## config.mk

```make
export PLATFORM = sky130hd
export DESIGN_NAME = pwmul_lane
export DESIGN_NICKNAME = d
export VERILOG_FILES = /design/src/logic/pwmul_pkg.sv /design/src/logic/coef_bank.sv /design/src/logic/mod_mul.sv /design/src/logic/pwmul_lane.sv
export SDC_FILE = /design/constraint.sdc
export NUM_CORES = 2
export LEC_CHECK = 0
export ABC_AREA = 1
export BUFFER_PORTS_ARGS = -buffer_cell sky130_fd_sc_hd__buf_2
export CORE_MARGIN = 4
export CORE_UTILIZATION = 56
export DETAILED_ROUTE_END_ITERATION = 6
export PLACE_DENSITY_LB_ADDON = 0.05
export SLEW_MARGIN = 20
export SYNTH_ARGS = -nofsm -noshare
export SYNTH_HDL_FRONTEND = slang
export SYNTH_SLANG_ARGS = --single-unit
```

## constraint.sdc

```tcl
create_clock -name clk -period 8.6 [get_ports clk]
set_input_delay 1.29 -clock clk [delete_from_list [all_inputs] [get_ports clk]]
set_output_delay 1.29 -clock clk [all_outputs]
set_load 0.05 [all_outputs]
```

## src/logic/pwmul_pkg.sv

```systemverilog
//**********************************************************
// ring, lane and modulus constants for the key multiply path
// barrett constants only valid for products below 2**barrett_k
//**********************************************************
package pwmul_pkg;

    // coefficient container and modulus
    localparam int coef_width = 14;
    localparam int modulus_q  = 12289;              // prime, 13.6 bits

    // barrett reduction, x < 2**barrett_k
    localparam int barrett_k  = 28;
    localparam int barrett_m  = (1 << barrett_k) / modulus_q;

    // widths inside the multiplier
    localparam int prod_width = 2 * coef_width;     // full a*b
    localparam int quot_width = barrett_k - coef_width + 1; // quotient and m fit here

    // ring layout
    localparam int ring_size  = 64;
    localparam int lane_count = 4;
    localparam int bank_count = 2 * lane_count;     // even + odd bank per lane
    localparam int bank_rows  = ring_size / bank_count;
    localparam int row_width  = 3;                  // log2 of bank_rows

    // pipeline depths
    localparam int mul_latency = 4;                 // operand to result in mod_mul
    localparam int wb_delay    = mul_latency + 1;   // plus one cycle of bank read

    // controller phase encodings
    localparam logic [2:0] st_idle  = 3'd0;
    localparam logic [2:0] st_load  = 3'd1;
    localparam logic [2:0] st_mul   = 3'd2;
    localparam logic [2:0] st_drain = 3'd3;
    localparam logic [2:0] st_out   = 3'd4;

endpackage

```

## src/logic/coef_bank.sv

```systemverilog
//**********************************************************
// one coefficient ram, top address bit picks the product region
// registered read, no read-during-write bypass
//**********************************************************
`timescale 1ns/100ps

module coef_bank (
    input  logic                          clk,
    input  logic                          wr_en,
    input  logic [pwmul_pkg::row_width:0] wr_addr,   // {region, row}
    input  logic [pwmul_pkg::coef_width-1:0] wr_data,
    input  logic [pwmul_pkg::row_width:0] rd_addr,   // {region, row}
    output logic [pwmul_pkg::coef_width-1:0] rd_data
);
    import pwmul_pkg::*;

    // lower half input region, upper half product region
    logic [coef_width-1:0] mem [2*bank_rows];

    always_ff @(posedge clk) begin
        if (wr_en) begin
            mem[wr_addr] <= wr_data;
        end
    end

    // one cycle read latency
    always_ff @(posedge clk) begin
        rd_data <= mem[rd_addr];
    end

endmodule

```

## src/logic/mod_mul.sv

```systemverilog
//**********************************************************
// a*b mod q, fixed q, barrett with one correction step
// inputs must be below q, one new pair per cycle
//**********************************************************
`timescale 1ns/100ps

module mod_mul (
    input  logic                             clk,
    input  logic                             reset,
    input  logic [pwmul_pkg::coef_width-1:0] a,
    input  logic [pwmul_pkg::coef_width-1:0] b,
    output logic [pwmul_pkg::coef_width-1:0] p
);
    import pwmul_pkg::*;

    logic [coef_width-1:0]            a_r;
    logic [coef_width-1:0]            b_r;
    logic [prod_width-1:0]            prod_r;     // stage 2
    logic [prod_width-1:0]            prod_d;     // product kept alongside quotient
    logic [quot_width-1:0]            quot_r;     // stage 3
    logic [prod_width+quot_width-1:0] est_full;   // prod * m, before the shift
    logic [prod_width-1:0]            rem;        // below 2q
    logic [prod_width-1:0]            rem_fix;

    // quotient estimate, never above the true quotient, at most one short
    always_comb begin
        est_full = prod_r * quot_width'(barrett_m);
    end

    // remainder and the single correction
    always_comb begin
        rem = prod_d - quot_r * prod_width'(modulus_q);
        if (rem >= prod_width'(modulus_q)) begin
            rem_fix = rem - prod_width'(modulus_q);
        end else begin
            rem_fix = rem;
        end
    end

    always_ff @(posedge clk or posedge reset) begin
        if (reset) begin
            a_r    <= '0;
            b_r    <= '0;
            prod_r <= '0;
            prod_d <= '0;
            quot_r <= '0;
            p      <= '0;
        end else begin
            // stage 1 operands
            a_r    <= a;
            b_r    <= b;
            // stage 2 full product
            prod_r <= a_r * b_r;
            // stage 3 quotient = (x*m) >> k
            quot_r <= est_full[barrett_k +: quot_width];
            prod_d <= prod_r;
            // stage 4 subtract and correct
            p      <= rem_fix[coef_width-1:0];
        end
    end

endmodule

```

## src/logic/pwmul_lane.sv

```systemverilog
//**********************************************************
// one lane: even bank, odd bank and one modular multiplier
// load has priority over product write-back on the write port
//**********************************************************
`timescale 1ns/100ps

module pwmul_lane (
    input  logic                             clk,
    input  logic                             reset,
    input  logic                             load_en,
    input  logic [pwmul_pkg::row_width-1:0]  load_row,
    input  logic [pwmul_pkg::coef_width-1:0] load_even,
    input  logic [pwmul_pkg::coef_width-1:0] load_odd,
    input  logic [pwmul_pkg::coef_width-1:0] key,
    input  logic [pwmul_pkg::row_width-1:0]  rd_row,
    input  logic                             rd_region,  // 1 reads products
    input  logic                             mul_odd,    // aligned with bank read data
    input  logic                             wr_en,
    input  logic [pwmul_pkg::row_width-1:0]  wr_row,
    input  logic                             wr_odd,
    output logic [pwmul_pkg::coef_width-1:0] rd_even,
    output logic [pwmul_pkg::coef_width-1:0] rd_odd
);
    import pwmul_pkg::*;

    logic [row_width:0]    wr_addr;
    logic [row_width:0]    rd_addr;
    logic [coef_width-1:0] wdata_even;
    logic [coef_width-1:0] wdata_odd;
    logic                  we_even;
    logic                  we_odd;
    logic [coef_width-1:0] mul_src;
    logic [coef_width-1:0] prod;

    // write port steering
    always_comb begin
        if (load_en) begin
            wr_addr    = {1'b0, load_row};   // input region
            wdata_even = load_even;
            wdata_odd  = load_odd;
        end else begin
            wr_addr    = {1'b1, wr_row};     // product region
            wdata_even = prod;
            wdata_odd  = prod;
        end
        we_even = load_en | (wr_en & ~wr_odd);
        we_odd  = load_en | (wr_en & wr_odd);
    end

    assign rd_addr = {rd_region, rd_row};   // both banks read the same row

    // multiplier source, even pass then odd pass
    assign mul_src = mul_odd ? rd_odd : rd_even;

    coef_bank u_bank_even (
        .clk     (clk),
        .wr_en   (we_even),
        .wr_addr (wr_addr),
        .wr_data (wdata_even),
        .rd_addr (rd_addr),
        .rd_data (rd_even)
    );

    coef_bank u_bank_odd (
        .clk     (clk),
        .wr_en   (we_odd),
        .wr_addr (wr_addr),
        .wr_data (wdata_odd),
        .rd_addr (rd_addr),
        .rd_data (rd_odd)
    );

    mod_mul u_mul (
        .clk   (clk),
        .reset (reset),
        .a     (mul_src),
        .b     (key),
        .p     (prod)
    );

endmodule

```

# After elaboration in Yosys (flattened, before gate mapping)

Memory sizes are Yosys's and may differ from the RTL's. A register that Yosys moved wholly into a read port is not among the register bits.
Index checks and enable logic that the tools add are counted.

Register bits after elaboration: 113
Bits in writable memories: 448
Input port bits: 58
Output and inout port bits: 28
Word-level logic and storage cells: 28
Memories: 2

Add/sub/neg operators: 2
Multiply operators: 3
$lt $le $gt $ge: 1
Multiplexer cells: 9
Bitwise logic cells: 5

Memories:

| name            | depth | width | rd ports | clocked after Yosys merged registers in | write ports | line            | RTL |
|---|---|---|---|---|---|---|---|
| u_bank_even.mem | 16    | 14    | 1        | 1                                       | 1           | coef_bank.sv:18 | `logic [coef_width-1:0] mem [2*bank_rows];` |
| u_bank_odd.mem  | 16    | 14    | 1        | 1                                       | 1           | coef_bank.sv:18 |  |

Operator list:

| kind                                                                                  | number |
|---|---|
| 14-bit two-way mux                                                                    | 4 |
| 28-bit by 15-bit multiplier with 43-bit output, second input constant                 | 1 |
| 28-bit by 14-bit greater-or-equal comparator with 1-bit output, second input constant | 1 |
| 14-bit by 14-bit multiplier with 28-bit output                                        | 1 |
| 15-bit by 14-bit multiplier with 28-bit output, second input constant                 | 1 |
| 28-bit subtractor                                                                     | 1 |
| 14-bit subtractor, second input constant                                              | 1 |
| 1-bit two-way mux                                                                     | 4 |
| 4-bit two-way mux                                                                     | 1 |
| 1-bit AND                                                                             | 2 |
| 1-bit bitwise OR                                                                      | 2 |
| 1-bit inverter                                                                        | 1 |

# Longest topological paths before layout

Word-level depth: 5
Mapped depth: 31
Gate-level depth less buffers: 30

# Modules after synthesis

Synthesis repeated with hierarchy kept, for this count alone.

Cell total of the unflattened synthesis: 4682
Area total of the unflattened synthesis: 42286.8 um^2

Modules (own cells, without submodules):

| module     | instances | cells an instance | area each (um^2) | sequential area each (um^2) |
|---|---|---|---|---|
| mod_mul    | 1         | 2661              | 21790.9          | 2827.7 |
| coef_bank  | 2         | 943               | 9985.8           | 7006.7 |
| pwmul_lane | 1         | 135               | 524.3            | 0.0 |

# Worst setup path before layout

Ideal clock, no wire load.

Kind: register -> register
Start point: register u_mul.b_r[5]
End point: register u_mul.prod_r[24]
Setup time: 0.129 ns
Arrival time: 5.223 ns
Data required time: 8.471 ns
Slack: 3.248 ns
Cell stages (with the launch flop): 23
Buffers on the path: 1
Clock period less this slack: 5.352 ns
Cell sequence: dfrtp_1 -> clkbuf_1 -> nand2_1 -> fa_1 -> inv_1 -> fa_1 -> inv_1 -> fa_1 -> inv_1 -> fa_1 -> fa_1 -> inv_1 -> fa_1 -> inv_1 -> ha_1 -> nand2_1 -> nor4_1 -> nand4_1 -> nand3_1 -> nand3_1 -> nand2_1 -> a31oi_1 -> xor2_1

Longest elaborated chain between the ends: 1

RTL lines:

| item                                           | line          | RTL |
|---|---|---|
| from (decl)                                    | mod_mul.sv:17 | `logic [coef_width-1:0] b_r;` |
| from (signal assigned)                         | mod_mul.sv:43 | `b_r <= '0;` |
| from (signal assigned)                         | mod_mul.sv:51 | `b_r <= b;` |
| 14-bit by 14-bit multiplier with 28-bit output | mod_mul.sv:53 | `prod_r <= a_r * b_r;` |
| to (signal assigned)                           | mod_mul.sv:53 |  |
| to (decl)                                      | mod_mul.sv:18 | `logic [prod_width-1:0] prod_r;` |

Every way passes these cells.

# Final worst setup path

Start point: register u_mul.a_r[7]
End point: register u_mul.prod_r[24]

Longest elaborated chain between the ends: 1

RTL lines:

| item                                           | line          | RTL |
|---|---|---|
| from (decl)                                    | mod_mul.sv:16 | `logic [coef_width-1:0] a_r;` |
| from (signal assigned)                         | mod_mul.sv:42 | `a_r <= '0;` |
| from (signal assigned)                         | mod_mul.sv:50 | `a_r <= a;` |
| 14-bit by 14-bit multiplier with 28-bit output | mod_mul.sv:53 |  |

Every way passes these cells.

==> flow_summary_export.csv <==
group,metric,value,unit
outcome,status,"finished clean",
route,drt_iter0_drc,2231,
route,vias,27852,
floorplan,num_io_pins,86,
global_routing,grt_pass1_vias,28015,
logic_synthesis,synth_seq_cells,589,
route,drt_pre_antenna_iters,6,
worst_setup_path,worstPathArrival,6.39,ns
clocking,ctsHoldBuffers,0,
floorplan,die_area,0.0777,mm2
logic_synthesis,synth_seq_area_share,41.0,%
sta,drv_slew,0,
flow_run,drv_cap,0,
clocking,clock_latency,0.66,ns
clocking,cts_max_path_buffers,3,
logic_synthesis,syn_area,0.0411,mm2
worst_setup_path,path_max_fanout,14,
sta,hold_viol,0,
sta,rsz0062_at_grt,"no",
sta,fmax,170,MHz
logic_synthesis,yosys-top-cells-area,"edfxtp_1 (33%), fa_1 (15%), ha_1 (13%)",
floorplan,core_area,0.0728,mm2
route,ant_nets,0,
global_routing,antenna_found_initial,2,
logic_synthesis,synth_cell_types,46,
logic_synthesis,async_reset_ff_share,19.2,%
logic_synthesis,yosys.area.top_type_share,32.8,%
finish,nNetsFinal,4937,
placement,place_congestion,0.904,
logic_synthesis,synth_flop_cell,"edfxtp_1",
clocking,numClockSinks,589,
logic_synthesis,synthMuxAreaShare,3.11,%
floorplan,initial_core_util,56.4,%
sta,slew_headroom,23.0,%
sta,tightest_slew,1.15,ns
finish,drive_gt1_share,6.47,%
logic_synthesis,synth_xor_area_share,1.33,%
route,wl_per_cell,19.7,um
clocking,clkTransAtPathRegs,0.06,ns
logic_synthesis,postSynthCellCount,4109,
clocking,htreeDepth,2,
global_routing,grt_pass1_wl,159000,um
global_routing,grt-ovfl-total,0,
route,viasPerCell,5.37,
clocking,cts-buffers-inserted,61,
placement,io_buffers,85,
global_routing,grt_max_degree,154,
route,drc,0,
sta,setup_viol,0,
floorplan,die_h,279,um
logic_synthesis,syn_nets,4877,
logic_synthesis,yosysWarnings,0,
sta,min_period,5.89,ns
logic_synthesis,synth-edff-count,448,
floorplan,rows,99,
clocking,cts-root-buf,"clkbuf_16",
logic_synthesis,synth_area_leader_cell,"edfxtp_1",
placement,dp_hpwl,72200,um
sta,worst_clock_skew,0.0536,ns
clocking,cts_tree,"yes",
finish,synthToLayoutAreaGrowth,8.90,%
floorplan,die_w,279,um
hold_path,holdCritPathClass,"flip-flop to flip-flop",
logic_synthesis,synth_top_family_by_area,"adder cells",
logic_synthesis,synth_most_common_cell,"inv_1",
worst_setup_path,criticalPathCategory,"flip-flop to flip-flop",
route,totalWireLength,102000,um
worst_setup_path,crit_path_end_kind,"flip-flop",
clocking,ctsResizeCount,0,
logic_synthesis,synth_area_per_cell,9.99,um2
logic_synthesis,synthAdderAreaFrac,27.1,%
sta,finalSetupTns,0,ns
worst_setup_path,startpoint_type,"flip-flop",
global_routing,grtUsageTotal,26.5,%
worst_setup_path,worst_ep_required_time,9.09,ns
logic_synthesis,synthTopCellsByCount,"inv_1 (963), nand2_1 (691), edfxtp_1 (448)",
finish,fillers,6124,
clocking,post_cts_buffers,0,
logic_synthesis,synth-simple-area-share,9.89,%
logic_synthesis,synth-compound-area-share,7.58,%
sta,post-route-period-util,68.5,%
## per-stage QoR
stage	hold slack, ns	setup WS, ns	instances	cell area, um2	utilization [%]
global route	0.576	2.37	5181	44700	61.4
finish	0.559	2.71	5182	44700	61.4
detailed placement	0.488	2.78	5065	42500	58.4
floorplan	0.449	3.25	4109	41100	-
global placement	0.499	2.92	5065	42500	58.4
CTS	0.562	2.75	5181	44700	61.4
## area by class of cell
| class | count | area (um2) | area share, % |
|---|---|---|---|
| Timing Repair Buffer | 112 | 653 | 1.46 |
| Multi-Input combinational cell | 2438 | 20200 | 45.2 |
| Clock inverter | 44 | 593 | 1.33 |
| Sequential cell | 589 | 16800 | 37.7 |
| Tap cell | 959 | 1200 | 2.68 |
| Inverter | 967 | 3630 | 8.13 |
| Clock buffer | 72 | 1600 | 3.57 |
| Antenna cell | 1 | 2.50 | 0.00560 |
## state kept, by name, indices dropped and copies added, names as in the netlist
register	flops
u_bank_even.mem	224
u_bank_odd.rd_data	14
u_mul.prod_r	28
u_mul.prod_d	28
u_mul.a_r	14
u_mul.p	14
u_bank_odd.mem	224
u_bank_even.rd_data	14
u_mul.b_r	14
u_mul.quot_r	15
## logic make-up after synthesis
logic type	Yosys count
buf+inv	1082
simple gates	1001
fa+ha+maj	710
flops	589
compound gates	541
mux	126
xor+xnor	60
## critical path: stages, from the launching register on
cell     delay, ns
dfrtp_1       0.67
nand2_1       0.16
fa_1          0.56
inv_1         0.06
fa_1          0.50
inv_1         0.05
fa_1          0.52
inv_1         0.05
fa_1          0.45
fa_1          0.49
inv_1         0.05
fa_1          0.47
inv_1         0.04
ha_1          0.33
nand2_1       0.11
nor4_1        0.40
nand4_1       0.17
nand3_1       0.19
nand3_1       0.09
nand2_1       0.14
a31oi_1       0.11
xor2_1        0.15
## final timing paths
check	startpoint	to	slack, ns	cells after the start
max	u_mul.a_r[7]	u_mul.prod_r[24]	2.71	21
min	u_bank_even.rd_data[8]	u_mul.a_r[8]	0.56	1
max reg2reg	u_mul.a_r[7]	u_mul.prod_r[24]	2.71	21
min reg2reg	u_bank_even.rd_data[8]	u_mul.a_r[8]	0.56	1
max in group asynchronous	reset	u_mul.p[12]	6.45	3
min in group asynchronous	reset	u_mul.b_r[6]	0.84	2
## layout by cell type, fill, tap and decap left out, drive strengths merged, types with 5 or more instances in the layout
master  synthesis  final
a21o            8      8
a21oi         199    199
a31oi          14     14
and2            6      6
buf            31    112
bufinv          0     11
clkbuf         84     72
clkinv          0     26
dfrtp         113    113
dfxtp          28     28
edfxtp        448    448
fa            299    299
ha            411    411
inv           967    970
mux2           14     14
mux2i         112    112
nand2         695    695
nand3          98     98
nand3b          5      5
nand4          22     22
nor2          149    149
nor3           16     16
nor4            5      5
o211ai        118    118
o21ai         179    179
o21bai          6      6
xnor2          19     19
xor2           41     41
## layer usage
metal  share of wire (%)  wire length, um  up-vias  track usage (%)
met3                 5.2             5300      165             2.86
met4                 2.4             2460        0             6.37
met1                  44            44700    13629             36.8
li1                    -                -    13343                -
met2                  49            49700      715             45.2
met5                   0                0        -                0
Power is left out: the tool's default activity adds up to more than one toggle a clock period on the data nets, which glitch-free logic cannot reach.
