### src/logic/pwmul_pkg.sv
//**********************************************************
// ring, lane and modulus constants for the key multiply path
// barrett constants only valid for products below 2**barrett_k
//**********************************************************
package pwmul_pkg;

    // coefficient container and modulus
    localparam int coef_width = 14;
    localparam int modulus_q  = 12289;              // prime, 13.6 bits

    // barrett reduction, x < 2**barrett_k
    localparam int barrett_k  = 28;
    localparam int barrett_m  = (1 << barrett_k) / modulus_q;

    // widths inside the multiplier
    localparam int prod_width = 2 * coef_width;     // full a*b
    localparam int quot_width = barrett_k - coef_width + 1; // quotient and m fit here

    // ring layout
    localparam int ring_size  = 64;
    localparam int lane_count = 4;
    localparam int bank_count = 2 * lane_count;     // even + odd bank per lane
    localparam int bank_rows  = ring_size / bank_count;
    localparam int row_width  = 3;                  // log2 of bank_rows

    // pipeline depths
    localparam int mul_latency = 4;                 // operand to result in mod_mul
    localparam int wb_delay    = mul_latency + 1;   // plus one cycle of bank read

    // controller phase encodings
    localparam logic [2:0] st_idle  = 3'd0;
    localparam logic [2:0] st_load  = 3'd1;
    localparam logic [2:0] st_mul   = 3'd2;
    localparam logic [2:0] st_drain = 3'd3;
    localparam logic [2:0] st_out   = 3'd4;

endpackage

### src/logic/pwmul_ctrl.sv
//**********************************************************
// phase fsm for load, multiply, drain and read-out
// load_bram and start are only honoured in idle
//**********************************************************
`timescale 1ns/100ps

module pwmul_ctrl (
    input  logic                            clk,
    input  logic                            reset,
    input  logic                            load_bram,
    input  logic                            start,
    output logic                            load_en,
    output logic [pwmul_pkg::row_width-1:0] load_row,
    output logic [pwmul_pkg::row_width-1:0] rd_row,
    output logic                            rd_region,
    output logic                            mul_odd,
    output logic                            wr_en,
    output logic [pwmul_pkg::row_width-1:0] wr_row,
    output logic                            wr_odd,
    output logic                            out_valid,
    output logic                            done
);
    import pwmul_pkg::*;

    logic [2:0]           state;
    logic [row_width:0]   cnt;        // system counter, msb is the odd pass in multiply
    logic                 issue;
    logic                 issue_odd;

    // write-back delay line
    logic [wb_delay-1:0]  sr_valid;
    logic [wb_delay-1:0]  sr_odd;
    logic [row_width-1:0] sr_row [wb_delay];

    always_ff @(posedge clk or posedge reset) begin
        if (reset) begin
            state <= st_idle;
            cnt   <= '0;
        end else begin
            case (state)
                st_idle: begin
                    cnt <= '0;
                    if (load_bram) begin
                        state <= st_load;
                    end else if (start) begin
                        state <= st_mul;
                    end
                end
                st_load: begin                                 // one row per cycle
                    if (cnt == (row_width+1)'(bank_rows-1)) begin
                        state <= st_idle;
                        cnt   <= '0;
                    end else begin
                        cnt <= cnt + 1'b1;
                    end
                end
                st_mul: begin                                  // even rows then odd rows
                    if (cnt == (row_width+1)'(2*bank_rows-1)) begin
                        state <= st_drain;
                        cnt   <= '0;
                    end else begin
                        cnt <= cnt + 1'b1;
                    end
                end
                st_drain: begin
                    // last wr_en sits in the final drain cycle
                    if (cnt == (row_width+1)'(wb_delay-1)) begin
                        state <= st_out;
                        cnt   <= '0;
                    end else begin
                        cnt <= cnt + 1'b1;
                    end
                end
                st_out: begin
                    if (cnt == (row_width+1)'(bank_rows-1)) begin
                        state <= st_idle;
                        cnt   <= '0;
                    end else begin
                        cnt <= cnt + 1'b1;
                    end
                end
                default: begin
                    state <= st_idle;
                    cnt   <= '0;
                end
            endcase
        end
    end

    // read issue during multiply
    assign issue     = (state == st_mul);
    assign issue_odd = cnt[row_width];

    always_ff @(posedge clk or posedge reset) begin
        if (reset) begin
            sr_valid <= '0;
            sr_odd   <= '0;
            for (int i = 0; i < wb_delay; i++) begin
                sr_row[i] <= '0;
            end
        end else begin
            sr_valid <= {sr_valid[wb_delay-2:0], issue};
            sr_odd   <= {sr_odd[wb_delay-2:0], issue_odd};
            sr_row[0] <= rd_row;
            for (int i = 1; i < wb_delay; i++) begin
                sr_row[i] <= sr_row[i-1];
            end
        end
    end

    // out_valid trails the product read by one cycle, done marks its first cycle
    always_ff @(posedge clk or posedge reset) begin
        if (reset) begin
            out_valid <= 1'b0;
            done      <= 1'b0;
        end else begin
            out_valid <= (state == st_out);
            done      <= (state == st_out) && (cnt == '0);
        end
    end

    assign load_en   = (state == st_load);
    assign load_row  = cnt[row_width-1:0];
    assign rd_row    = cnt[row_width-1:0];
    assign rd_region = (state == st_out);
    assign mul_odd   = sr_odd[0];            // lines up with bank read data
    assign wr_en     = sr_valid[wb_delay-1];
    assign wr_odd    = sr_odd[wb_delay-1];
    assign wr_row    = sr_row[wb_delay-1];

endmodule

### config.mk
export PLATFORM = sky130hd
export DESIGN_NAME = pwmul_ctrl
export DESIGN_NICKNAME = d
export VERILOG_FILES = /design/src/logic/pwmul_pkg.sv /design/src/logic/pwmul_ctrl.sv
export SDC_FILE = /design/constraint.sdc
export NUM_CORES = 1
export LEC_CHECK = 0
export BUFFER_PORTS_ARGS = -buffer_cell sky130_fd_sc_hd__buf_2
export CAP_MARGIN = 20
export CORE_ASPECT_RATIO = 0.75
export CORE_MARGIN = 2
export CORE_UTILIZATION = 53
export CTS_CLUSTER_DIAMETER = 30
export DETAILED_ROUTE_END_ITERATION = 7
export PLACE_DENSITY = 0.76
export SLEW_MARGIN = 20
export SYNTH_ARGS = -nofsm -noshare
export SYNTH_HDL_FRONTEND = slang
export SYNTH_SLANG_ARGS = --single-unit
### constraint.sdc
create_clock -name clk -period 2.2 [get_ports clk]
set_input_delay 0.55 -clock clk [delete_from_list [all_inputs] [get_ports clk]]
set_output_delay 0.55 -clock clk [all_outputs]
set_load 0.02 [all_outputs]
Yosys cells after proc, flatten, opt, wreduce, memory -nomap -nowiden
Cells that the tools add are included.
W data, S select, Z words.
{"block": "op_classes", "n_eq_ne": 11, "muxes": 10, "reduce_logical": 5, "add_sub_neg": 1}
{"cell": "$mux W3", "n": 5}
{"cell": "$mux W4", "n": 3}
{"cell": "$pmux W3 S4", "n": 1}
{"cell": "$pmux W4 S3", "n": 1}
{"cell": "$eq A4 B3 Y1 const B", "n": 2}
{"cell": "$eq A3 B2 Y1 const B", "n": 2}
{"cell": "$add A4 B1 Y4 const B", "n": 1}
{"cell": "$eq A4 B4 Y1 const B", "n": 1}
{"cell": "$logic_not A4 Y1", "n": 1}
{"cell": "$ne A2 B1 Y1 const B", "n": 2}
{"cell": "$reduce_and A4 Y1", "n": 1}
{"cell": "$eq A3 B1 Y1 const B", "n": 1}
{"cell": "$eq A3 B3 Y1 const B", "n": 1}
{"cell": "$logic_not A3 Y1", "n": 1}
{"cell": "$ne A3 B3 Y1 const B", "n": 1}
{"cell": "$ne A2 B2 Y1 const B", "n": 1}
{"cell": "$reduce_or A2 Y1", "n": 1}
{"cell": "$logic_and A1 B1 Y1", "n": 1}
{"block": "word_totals", "input_bits": 4, "wordCells": 38, "out_inout_bits": 16, "ff_bits": 34}

Longest topological paths before layout
Gate-level depths: netlist of run 1.
{"block": "depth", "ltp_word": 4, "ltp_mapped": 5, "ltp_nobuf": 5}

Worst setup path after synthesis of run 1
OpenSTA, ideal clock, no wires.
{"block": "synth_path", "kind": "register to output", "from": "register state[2]", "to": "output port load_en", "stages_incl_launch_ff": 3, "t_required_ps": 1650, "path_slack_ps": 621, "path_buffers": 1, "arrival_ps": 1029, "cell_sequence": "dfrtp_1 -> buf_6 -> nor3b_1"}
{"block": "synth_between", "elab_chain_len": 1}
{"element": "from (decl)", "line": "pwmul_ctrl.sv:25", "rtl": "logic [2:0] state;"}
{"element": "from (signal assigned)", "line": "pwmul_ctrl.sv:37", "rtl": "state <= st_idle;"}
{"element": "from (signal assigned)", "line": "pwmul_ctrl.sv:44", "rtl": "state <= st_load;"}
{"element": "from (signal assigned)", "line": "pwmul_ctrl.sv:46", "rtl": "state <= st_mul;"}
{"element": "$eq A3 B1 Y1", "line": "pwmul_ctrl.sv:122", "rtl": "assign load_en = (state == st_load);"}
{"element": "to (decl)", "line": "pwmul_ctrl.sv:12", "rtl": "output logic load_en,"}
Every way passes these cells.

Final worst setup path of run 1
{"block": "layout_path", "from": "register state[0]", "to": "output port rd_region"}
{"block": "layout_between", "elab_chain_len": 1}
{"element": "$eq A3 B3 Y1", "line": "pwmul_ctrl.sv:125", "rtl": "assign rd_region = (state == st_out);"}
{"element": "to (decl)", "line": "pwmul_ctrl.sv:15", "rtl": "output logic rd_region,"}
Every way passes these cells.

==> results.txt, run 1 <==
The run finished with clean final reports. STA classifies the critical path startpoint as a flop. The average footprint of a synthesized cell is 14.7 sq um. The via density per instance came out at 4.92. The number of buffers and inverters on the critical path is 1. The global-route congestion overflow total came out at 0. The number of primary I/O pins came out at 20.

The count of nets after finishing is 103. Summing every instance area after synthesis gives 0.00120 sq mm. The fraction of layout instances using a drive strength above 1 came out at 0.357. The signal on the critical path passes through nor2_1 > and2_2 > buf_2. The wire-length estimate of the detail-placed layout is 1200 um. The total routing usage reported by global routing came out at 0.159.

In this run the number of H-tree levels came out at 2. TritonCTS built the clock tree. The layout filler cell count came out at 168. Counting every sink on the clock net gives 34. The total power per unit cell area came out at 1530 mW/mm^2. The static leakage power came out at 0.679 nW. The standard cell with the maximum stage delay on the critical path is dfrtp_1. The peak supply drop came out at 0.000850 V. The DRC violations left came out at 0. The number of antenna diodes in the final layout is 0. The worst-margin pin slew came out at 0.546 ns. Based on the critical path, the design can be clocked at up to 520 MHz. The violation count after the first detailed-routing iteration is 11.

The final estimated routing congestion in global placement is 0.878. The number of cells on the worst reg-to-reg path is 5. The number of nets in the synthesized netlist is 88. The floorplan step defined a core boundary enclosing 0.00207 sq mm. The count of final setup violators is 0. In this run the register-to-register setup slack is 0.45 ns. Across the run, the number of max-cap violations was 0. The die boundary height is 45.3 um. The critical register-to-register path startpoint is cnt[0].

Gates resized during post-CTS repair numbered 0. Entering global routing, the biggest net connects 22 pins. The area growth from synthesis to layout came out at 11.0%. Clock skew on the completed layout was measured at 0.0107 ns. The clock network latency to the later pin of the worst-skew pair is 0.33 ns.

By area the synthesized netlist is led by dfrtp_1, buf_4, nor2_1. Hold repair after CTS inserted 0 buffers. The depth of the critical timing path with buffers and inverters included is 3.

The fraction of registers with async set/reset is 1.00. The endpoint identified for the worst register-to-register timing path is state[0]. The area share of the largest cell type after synthesis is 0.708. Among cell families on the critical path, the largest total delay comes from flip-flops. The port buffer count came out at 19. After technology mapping, the gate count stands at 82.

The floorplan has 14 rows. The element type at the critical path end is an output pin. The final clock period utilization by the worst path came out at 0.873. The initial antenna violation count was 0. The top flip-flop cell by instance count after synthesis is dfrtp_1. The minimum clock period after layout is 1.92 ns. The placement-stage cell area is 0.00125 sq mm. The remaining number of nets flagged by the antenna check after routing is 0. The critical path is of the reg -> out type. The detailed-router iteration count before antenna repair is 4. The cell taking the most area after synthesis is dfrtp_1. The total of warnings raised by yosys is 0.

The per-cell routed wire length came out at 13.7 um. The routed layout has 600 vias. The number of max-slew violations in the final report is 0.

The routed wire length came out at 1670 um. The class of the worst hold path is in -> async. The required time reported for the critical path endpoint came out at 1.65 ns. The arrival time reported for the critical path endpoint came out at 1.37 ns.

The clock slew seen by the registers of the worst setup and hold paths is 0.11 ns. The number of global-route vias before repair came out at 580. The number of synthesized register bits is 34. The origin of the worst setup path is state[0]. The sequential element share of the synthesized area came out at 0.708. Setup repair after global routing left no endpoint under its margin. The first global-routing pass estimated 2770 um of wire. The number of buffers added by the clock tree synthesis step is 5. The number of enable-type register cells in the synthesized netlist is 0.

The hold violation count in the final report was 0. The die covers 0.00267 sq mm. The remaining max-slew budget at the tightest pin is 0.636. The final instance area came out at 0.00134 sq mm. The stage delay of the slowest cell on the critical path came out at 0.50 ns. The die span in x came out at 59 um. The biggest fanout along the worst timing path came out at 8. The post-CTS setup-driven buffer insertion count is 0. The maximum clock path buffer count is 2. Clock tree synthesis selected as its root buffer the cell clkbuf_4. The starting density of the core came out at 0.582. The sum of negative setup slack is 0 ns. The count of different cell masters after synthesis is 23.
-- placed cells by master (no fill, tap or decap), types with 2 or more instances in the layout --
master	Yosys	routed
nand2_1	2	2
nand3_1	3	3
nor3_1	2	2
dfrtp_1	34	34
nor2_1	8	8
ha_1	2	2
buf_2	0	19
xnor2_1	3	3
clkinvlp_4	0	2
clkbuf_4	0	5
inv_1	4	4
-- kinds of logic after synthesis --
kind of cell | after synthesis | share of synthesized area
mux | 2 | 0.0218
simple gates | 21 | 0.101
compound gates | 4 | 0.0354
buf+inv | 16 | 0.0916
flops | 34 | 0.708
xor+xnor | 3 | 0.0219
fa+ha+maj | 2 | 0.0208
-- area by class of cell --
cell class,count,area (sq um),area share
clock buffer,5,37.5,0.0281
multi-input combinational,32,241,0.181
inverter,4,15.0,0.0112
tap,24,30.0,0.0225
sequential,34,851,0.637
timing repair buffer,20,115,0.0862
clock inverter,3,45.0,0.0337
-- worst max-delay path by stage --
stage,endpoint,slack (ns)
global placement,state[0],0.59
floorplan,load_en,0.62
detailed placement,state[0],0.44
finish,rd_region,0.28
global route,rd_region,0.20
CTS,rd_region,0.25
-- worst register-to-register path: cells and delay by family, from the launching register on --
family	cells	cell delay, ns
fa+ha+maj	1	0.17
flops	1	0.46
buf+inv	1	0.08
simple gates	1	0.16
mux	1	0.33
compound gates	1	0.45
-- per-stage QoR --
stage	hold WS (ns)	power, mW	setup WS, ns	utilization	cells
final	0.243	2.04	0.279	0.646	122
after global placement	0.332	1.59	0.586	0.606	114
after detailed placement	0.335	1.62	0.436	0.606	114
after floorplan	0.331	1.56	0.621	-	82
after global routing	0.268	2.18	0.203	0.646	122
after CTS	0.234	2.08	0.252	0.646	122
-- cell usage after synthesis (all sizes together) (2+ instances only) --
| cell | n |
|---|---|
| dfrtp | 34 |
| buf | 11 |
| nor2 | 8 |
| inv | 4 |
| nand3 | 3 |
| xnor2 | 3 |
| ha | 2 |
| mux2 | 2 |
| nand2 | 2 |
| nor3 | 2 |
| nor3b | 2 |
-- where the power goes --
part / leakage (nW) / switching, mW / internal [mW] / total [mW]
clock: 0.0374 / 0.207 / 0.238 / 0.446
combinational: 0.209 / 0.320 / 0.241 / 0.561
sequential: 0.433 / 0.156 / 0.877 / 1.03
total: 0.679 / 0.683 / 1.36 / 2.04
-- registers in the layout, summed over array words and instances, names as in the netlist --
name / count
sr_row: 12
sr_odd: 5
out_valid: 1
cnt: 4
done: 1
state: 3
sr_valid: 5
wr_row: 3
-- routing by layer --
metal  global-route usage  share of wire  wire (um)  up-vias
li1                     -              -          -      284
met1                0.187           0.44        735      291
met2                0.238           0.47        787       21
met3               0.0802          0.066        110        4
met4               0.0955          0.022         36        0
met5                    0              0          0        -
No activity file was read; power rests on OpenSTA's default activity.
==> run 2: changes to the inputs <==
--- a/config.mk
+++ b/config.mk
@@ -5,6 +5,7 @@
 export SDC_FILE = /design/constraint.sdc
 export NUM_CORES = 1
 export LEC_CHECK = 0
+export ABC_AREA = 1
 export BUFFER_PORTS_ARGS = -buffer_cell sky130_fd_sc_hd__buf_2
 export CAP_MARGIN = 20
 export CORE_ASPECT_RATIO = 0.75
@@ -12,7 +13,7 @@
 export CORE_UTILIZATION = 53
 export CTS_CLUSTER_DIAMETER = 30
 export DETAILED_ROUTE_END_ITERATION = 7
-export PLACE_DENSITY = 0.76
+export PLACE_DENSITY = 0.75
 export SLEW_MARGIN = 20
 export SYNTH_ARGS = -nofsm -noshare
 export SYNTH_HDL_FRONTEND = slang
==> results.txt, run 2 <==
The fraction of layout instances using a drive strength above 1 came to 0.331 (-0.0266). The minimum setup slack among reg-to-reg paths was 0.84 ns (+0.39 ns). The end of the worst register-to-register path is state[0]. The average footprint of a synthesized cell is 12.1 sq um (-18%). The area of the core is 0.00227 sq mm (+9.9%). The path depth of the worst reg2reg path is 6 (+1).

In the final layout, the registers with the most flip-flops are sr_row: 12 flops, sr_odd: 5 flops, sr_valid: 5 flops. The starting density of the core came out at 0.553 (-0.0286). The number of rows created at floorplan is 15 (+1). The via density per instance is 4.59 (-6.7%).

The total routing usage reported by global routing came to 0.159 (about the same). The biggest fanout along the worst timing path was 8 (unchanged). The number of instances in the synthesized netlist is 104 (+27%). The number of H-tree levels is 2 (unchanged). The number of buffers added by the clock tree synthesis step is 5 (unchanged). TritonCTS built the clock tree. The min-delay analysis places its worst path in the category in -> async. Setup repair after global routing left no endpoint under its margin.

The synthesized design spends more area on one cell type than any other, namely dfrtp_1. In this run the critical register-to-register path is launched from cnt[0]. The sequential element share of the synthesized area was 0.677 (-0.0303).

The post-DP HPWL came out at 1230 um (+2.7%). The count of nets after finishing came out at 127 (+23%). The number of max-slew violations in the final report is 0 (unchanged). The hold buffer count at CTS came to 0 (unchanged).

The port buffer count came to 19 (unchanged). The signal on the critical path passes through nor2_1 > nand2_1 > inv_1 > buf_2. The global-route wire length before repair is 2860 um (+3.3%).

The detailed-routing wirelength on met1 came out at 813 um (+11%). Routed signal wires occupy layers up through met4. The via count came out at 711 (+19%).

The maximum clock path buffer count is 2 (unchanged). The peak supply drop was 0.000646 V (-24%). STA classifies the critical path startpoint as a flop. The remaining number of nets flagged by the antenna check after routing came out at 0 (unchanged). The die boundary height is 46.2 um (+2.0%).

By count the netlist is led by dfrtp_1, inv_1, nand2_1, nand3_1, buf_4. In the post-synthesis netlist, the biggest area contributors are dfrtp_1, buf_4, nand3_1. Among all cell types in the netlist, the one instantiated most often is dfrtp_1. The area share of the largest cell type after synthesis came out at 0.677 (-0.0303). The total of max-cap violations was 0 (unchanged). The initial antenna violation count came to 0 (unchanged).

For this design, the slowest cell found on the critical path is dfrtp_1. The layout filler cell count was 181 (+7.7%). The final estimated routing congestion in global placement is 0.807 (-8.1%). The total of warnings raised by yosys is 0 (unchanged). The number of cells upsized or downsized after cts is 0 (unchanged). The clock slew seen by the registers of the worst setup and hold paths came out at 0.09 ns (-0.02 ns).

The cell at the root of the clock tree is clkbuf_4. The remaining max-slew budget at the tightest pin is 0.775 (+0.139). The total power consumption of the routed design is 1.88 mW (-7.7%). The per-cell routed wire length came out at 11.1 um (-19%).

The largest register by flop count is sr_row. The number of synthesized register bits came to 34 (unchanged). The critical path in this run is classified as reg -> out. The placement-stage cell area came to 0.00132 sq mm (+5.6%). The stage delay of the slowest cell on the critical path came out at 0.49 ns (about the same).

The run finished with clean final reports. The DRC violations left came out at 0 (unchanged). The CTS sink count came to 34 (unchanged). The die span in x was 60.2 um (+2.1%).

The global-route congestion overflow total is 0 (unchanged). The number of primary I/O pins is 20 (unchanged). The violation count after the first detailed-routing iteration is 16 (+5). The sum of negative setup slack is 0 ns (unchanged). The detailed-router iteration count before antenna repair is 4 (unchanged).

Leaving out fill and tap cells, the most frequent cell in the layout is dfrtp_1. The top cell types in the final layout, fill and taps aside, are dfrtp_1, buf_2, inv_1, nand3_1, nand2_1. The maximum clock skew at final layout came to 0.00489 ns (-0.00584 ns). The worst setup path is captured at an output pin. The antenna cell count was 0 (unchanged). The final instance area came out at 0.00137 sq mm (+2.7%).

The sum of met3 wire segment lengths after detailed routing came out at 95 um (-14%). The number of global-route vias before repair came out at 645 (+11%). The highest clock frequency the design can meet was 536 MHz (+2.9%). The hold violation count in the final report is 0 (unchanged).

The area growth from synthesis to layout came out at 9.16%. The detailed-routed wire length on met2 is 754 um (-4.2%). The routed wire length came out at 1720 um (+3.0%). The minimum clock period after layout was 1.87 ns (-0.0550 ns).

The clock network latency to the later pin of the worst-skew pair was 0.33 ns (about the same). In this run the worst setup path begins at state[0]. The arrival time reported for the critical path endpoint is 1.32 ns (-0.05 ns). The required time reported for the critical path endpoint came out at 1.65 ns (about the same). The buffering stage count on the worst path with inverters included came out at 2 (+1). The number of nets in the synthesized netlist came to 110 (+25%). The top flip-flop cell by instance count after synthesis is dfrtp_1. The pin count of the biggest net entering global routing is 30 (+36%). The area of the die came out at 0.00278 sq mm (+4.1%). The final clock period utilization by the worst path is 0.848 (-0.0250). The number of enable-type register cells in the synthesized netlist came out at 0 (unchanged). The count of final setup violators is 0 (unchanged). The static leakage power came to 0.769 nW (+13%). The fraction of registers with async set/reset came out at 1.00 (unchanged). The post-CTS setup-driven buffer insertion count came out at 0 (unchanged). The combined area of all synthesized cells came out at 0.00126 sq mm (+4.5%). The total power per unit cell area is 1370 mW/mm^2 (-10%). The count of different cell masters after synthesis is 20 (-13%). The worst-margin pin slew is 0.337 ns (-0.208 ns). The flip-flop count of the largest register after layout came to 12 (unchanged). Among cell families on the critical path, the largest total delay comes from flip-flops. The final core utilization is 0.604 (-0.0420).
-- run 2: cell count changes after synthesis, sizes merged, moves of 3 or more --
cell,change
nand3,+8
xnor2,-3
inv,+10
nand2,+13
-- run 2: power by group --
| group | internal [mW] | switching [mW] | total [mW] |
|---|---|---|---|
| registers | 0.814 | 0.118 | 0.932 |
| logic | 0.220 | 0.423 | 0.643 |
| clock network | 0.119 | 0.189 | 0.308 |
| total | 1.15 | 0.731 | 1.88 |
-- run 2: cell type report --
cell class | count | area, sq um | share of cell area
clock buffers | 6 | 41.3 | 0.0301
clock inverters | 1 | 7.51 | 0.00547
inverters | 14 | 52.6 | 0.0383
multi-input cells | 46 | 274 | 0.200
flip-flops and latches | 34 | 851 | 0.620
well taps | 34 | 42.5 | 0.0310
repair buffers | 20 | 103 | 0.0748
-- run 2: stage by stage --
step	hold WS, ns	std cells	setup WS (ns)
after floorplan	0.331	104	0.829
after global placement	0.332	148	0.754
after detailed placement	0.335	148	0.707
after CTS	0.102	155	0.328
after global routing	0.112	155	0.246
final	0.104	155	0.334
-- run 2: per-layer routing --
| metal | global-route usage | up-vias |
|---|---|---|
| li1 | - | 347 |
| met1 | 0.194 | 337 |
| met2 | 0.226 | 19 |
| met3 | 0.0674 | 8 |
| met4 | 0.120 | 0 |
| met5 | 0 | - |
-- run 2: worst register-to-register path, cell delays in order (launching register included) --
cell and delay [ns]:
dfrtp_1 0.46, ha_1 0.26, nand3_2 0.13, nand3_1 0.11, nand2_1 0.09, o21bai_1 0.13, nand2_1 0.07
-- run 2: worst max-delay path by stage --
| stage | to | slack, ns | cells past startpoint |
|---|---|---|---|
| after floorplan | rd_region | 0.83 | 4 |
| after global placement | rd_region | 0.75 | 4 |
| after detailed placement | rd_region | 0.71 | 4 |
| after CTS | rd_region | 0.33 | 4 |
| after global routing | rd_region | 0.25 | 4 |
| final | rd_region | 0.33 | 4 |
-- run 2: logic make-up after synthesis --
| family | after synthesis | share of synthesized area |
|---|---|---|
| flops | 34 | 0.677 |
| buf+inv | 24 | 0.105 |
| simple gates | 36 | 0.147 |
| compound gates | 6 | 0.0368 |
| fa+ha+maj | 2 | 0.0199 |
| xor+xnor | 2 | 0.0139 |
==> run 3: changes to the inputs <==
--- a/config.mk
+++ b/config.mk
@@ -5,7 +5,7 @@
 export SDC_FILE = /design/constraint.sdc
 export NUM_CORES = 1
 export LEC_CHECK = 0
-export ABC_AREA = 1
+export ABC_AREA = 0
 export BUFFER_PORTS_ARGS = -buffer_cell sky130_fd_sc_hd__buf_2
 export CAP_MARGIN = 20
 export CORE_ASPECT_RATIO = 0.75
@@ -13,7 +13,7 @@
 export CORE_UTILIZATION = 53
 export CTS_CLUSTER_DIAMETER = 30
 export DETAILED_ROUTE_END_ITERATION = 7
-export PLACE_DENSITY = 0.75
+export PLACE_DENSITY = 0.76
 export SLEW_MARGIN = 20
 export SYNTH_ARGS = -nofsm -noshare
 export SYNTH_HDL_FRONTEND = slang
==> constraint.sdc (replaced) <==
create_clock -name clk -period 1.88 [get_ports clk]
set_input_delay 0.47 -clock clk [delete_from_list [all_inputs] [get_ports clk]]
set_output_delay 0.47 -clock clk [all_outputs]
set_load 0.02 [all_outputs]
==> results.txt, run 3 (synthesis results as in run 1) <==
The flow ran to the end, and the final reports show no timing, DRC or antenna violations. The clock network latency to the later pin of the worst-skew pair is 0.33 ns (about the same). The total power per unit cell area was 1800 mW/mm^2 (+31%). The total routing usage reported by global routing is 0.159 (about the same). The final core utilization came out at 0.652 (+0.0481).

The remaining number of nets flagged by the antenna check after routing came out at 0 (unchanged). The number of H-tree levels was 2 (unchanged). The global-route wire length before repair is 2770 um (-3.2%). STA classifies the critical path startpoint as a flop. The post-DP HPWL came out at 1200 um (-2.6%). The via density per instance is 4.89 (+6.7%). The final critical-path setup slack came to 0.0737 ns (-0.260 ns). The largest registers in the layout are sr_row: 12 flops, sr_odd: 5 flops, sr_valid: 5 flops.

The routed wire length was 1680 um (-2.1%). The port buffer count came to 19 (unchanged). The peak supply drop is 0.00101 V (+56%). The static leakage power is 0.686 nW (-11%). In this run the clock root is driven by a clkbuf_4. The maximum clock path buffer count is 2 (unchanged).

The DRC violations left came out at 0 (unchanged). The sum of negative setup slack is 0 ns (unchanged). The detailed-router iteration count before antenna repair is 4 (unchanged). The highest clock frequency the design can meet is 554 MHz. The path depth of the worst reg2reg path came out at 5 (-1).

The area of the core is 0.00207 sq mm (-9.0%). The arrival time reported for the critical path endpoint is 1.34 ns (+0.02 ns). The area of the die came out at 0.00267 sq mm (-3.9%). The hold violation count in the final report came out at 0 (unchanged). Setup repair after global routing left no endpoint under its margin. The initial antenna violation count is 0 (unchanged). The total of max-cap violations came out at 0 (unchanged). The number of buffers added by the clock tree synthesis step is 5 (unchanged). The die span in x came to 59 um (-2.0%). The clock tree from TritonCTS is done. The class of the worst hold path is in -> async. The flip-flop count of the largest register after layout is 12 (unchanged). The count of nets after finishing is 103 (-19%). The starting density of the core is 0.582 (+0.0286).

The CTS sink count came out at 34 (unchanged). The minimum setup slack among reg-to-reg paths came out at 0.16 ns (-0.68 ns). The biggest fanout along the worst timing path came out at 9 (+1). The final estimated routing congestion in global placement came out at 0.878 (+8.8%).

The pin count of the biggest net entering global routing is 22 (-27%). The number of global-route vias before repair came out at 580 (-10%). The fraction of layout instances using a drive strength above 1 is 0.367 (+0.0368). The startpoint identified for the worst register-to-register timing path is cnt[0]. The final instance area is 0.00135 sq mm (-1.7%). The final clock period utilization by the worst path came out at 0.961. The via count was 597 (-16%).

The post-placement worst setup slack is 0.116 ns (-0.592 ns). The violation count after the first detailed-routing iteration came to 12 (-4). The post-CTS setup-driven buffer insertion count is 0 (unchanged). In this run the worst setup path terminates at rd_region.

The total power consumption of the routed design is 2.42 mW (+29%). The per-cell routed wire length is 13.8 um (+24%). The remaining max-slew budget at the tightest pin is 0.636 (-0.139). The maximum clock skew at final layout is 0.0106 ns (+0.00566 ns). The clock slew seen by the registers of the worst setup and hold paths was 0.11 ns (+0.02 ns).

The origin of the worst setup path is state[2]. The library cells used most frequently in the layout, excluding fill and tap cells, are dfrtp_1, buf_2, nor2_1, clkbuf_4, inv_1. The largest register by flop count is sr_row. The leading cell type in the layout, fill and taps excluded is dfrtp_1. The count of final setup violators came out at 0 (unchanged).

The worst-margin pin slew is 0.546 ns (+0.208 ns). The end of the worst register-to-register path is state[0]. The number of rows created at floorplan came out at 14 (-1). The setup path with the least slack is of type reg -> out. The hold buffer count at CTS is 0 (unchanged). The die boundary height is 45.3 um (-2.0%). STA classifies the critical path endpoint as an output pin. The number of primary I/O pins was 20 (unchanged).

The area growth from synthesis to layout is 12.1%. The number of max-slew violations in the final report is 0 (unchanged). The minimum clock period after layout came out at 1.81 ns. The antenna cell count is 0 (unchanged). The placement-stage cell area is 0.00125 sq mm (-5.3%). The global-route congestion overflow total is 0 (unchanged). The required time reported for the critical path endpoint is 1.41 ns (-0.24 ns).
==> run 3: changes by cell type in the layout (fill, tap and decap cells not counted), moves of 2 or more <==
cell     previous run  this run
nand2_2             4         0
nand2_1            10         2
a21oi_2             3         0
nand3_1            10         3
nor2_1              6         8
inv_2               3         0
xor2_1              2         0
xnor2_1             0         3
inv_1              11         4
==> run 3: power by group <==
part           internal (mW)  switching, mW  leakage [nW]  total [mW]
registers               1.03          0.183         0.432        1.21
clock network          0.279          0.242        0.0374       0.521
logic                  0.300          0.388         0.216       0.689
total                   1.61          0.814         0.686        2.42
==> run 3: layout make-up <==
class | instances | area, sq um
Tap cell | 24 | 30.0
Inverter | 4 | 15.0
Multi-Input combinational cell | 32 | 253
Clock buffer | 5 | 37.5
Timing Repair Buffer | 20 | 115
Sequential cell | 34 | 852
Clock inverter | 3 | 45.0
Fill cell | 169 | 719
==> run 3: timing repair <==
item,CTS,global route
gates resized for setup,0,2
hold endpoints to repair,0,0
setup endpoints to repair,0,2
==> run 3: per-stage QoR <==
stage | hold slack [ns] | std cells
floorplan | 0.331 | 82
global placement | 0.332 | 114
detailed placement | 0.335 | 114
CTS | 0.154 | 122
global route | 0.188 | 122
finish | 0.162 | 122
==> run 3: worst min path at each step <==
| stage | slack (ns) | end | depth (start not counted) | from |
|---|---|---|---|---|
| after global routing | 0.19 | sr_row[4] | 2 | reset |
| after floorplan | 0.33 | sr_odd[2] | 0 | sr_odd[1] |
| after global placement | 0.33 | wr_row[0] | 0 | sr_row[3] |
| final | 0.16 | sr_odd[4] | 2 | reset |
| after detailed placement | 0.33 | sr_valid[3] | 0 | sr_valid[2] |
| after CTS | 0.15 | sr_odd[4] | 2 | reset |
==> run 3: metal layers <==
layer	part of all wire	wire length, um	GRT usage	vias up
met2	0.46	783	0.238	23
met5	0	0	0	-
met3	0.067	112	0.0802	4
met4	0.021	36	0.0955	0
met1	0.45	751	0.187	286
li1	-	-	-	284
==> run 3: critical path, stage by stage (launching register included) <==
cell and delay (ns):
dfrtp_1 0.58, and2_2 0.26, buf_2 0.17
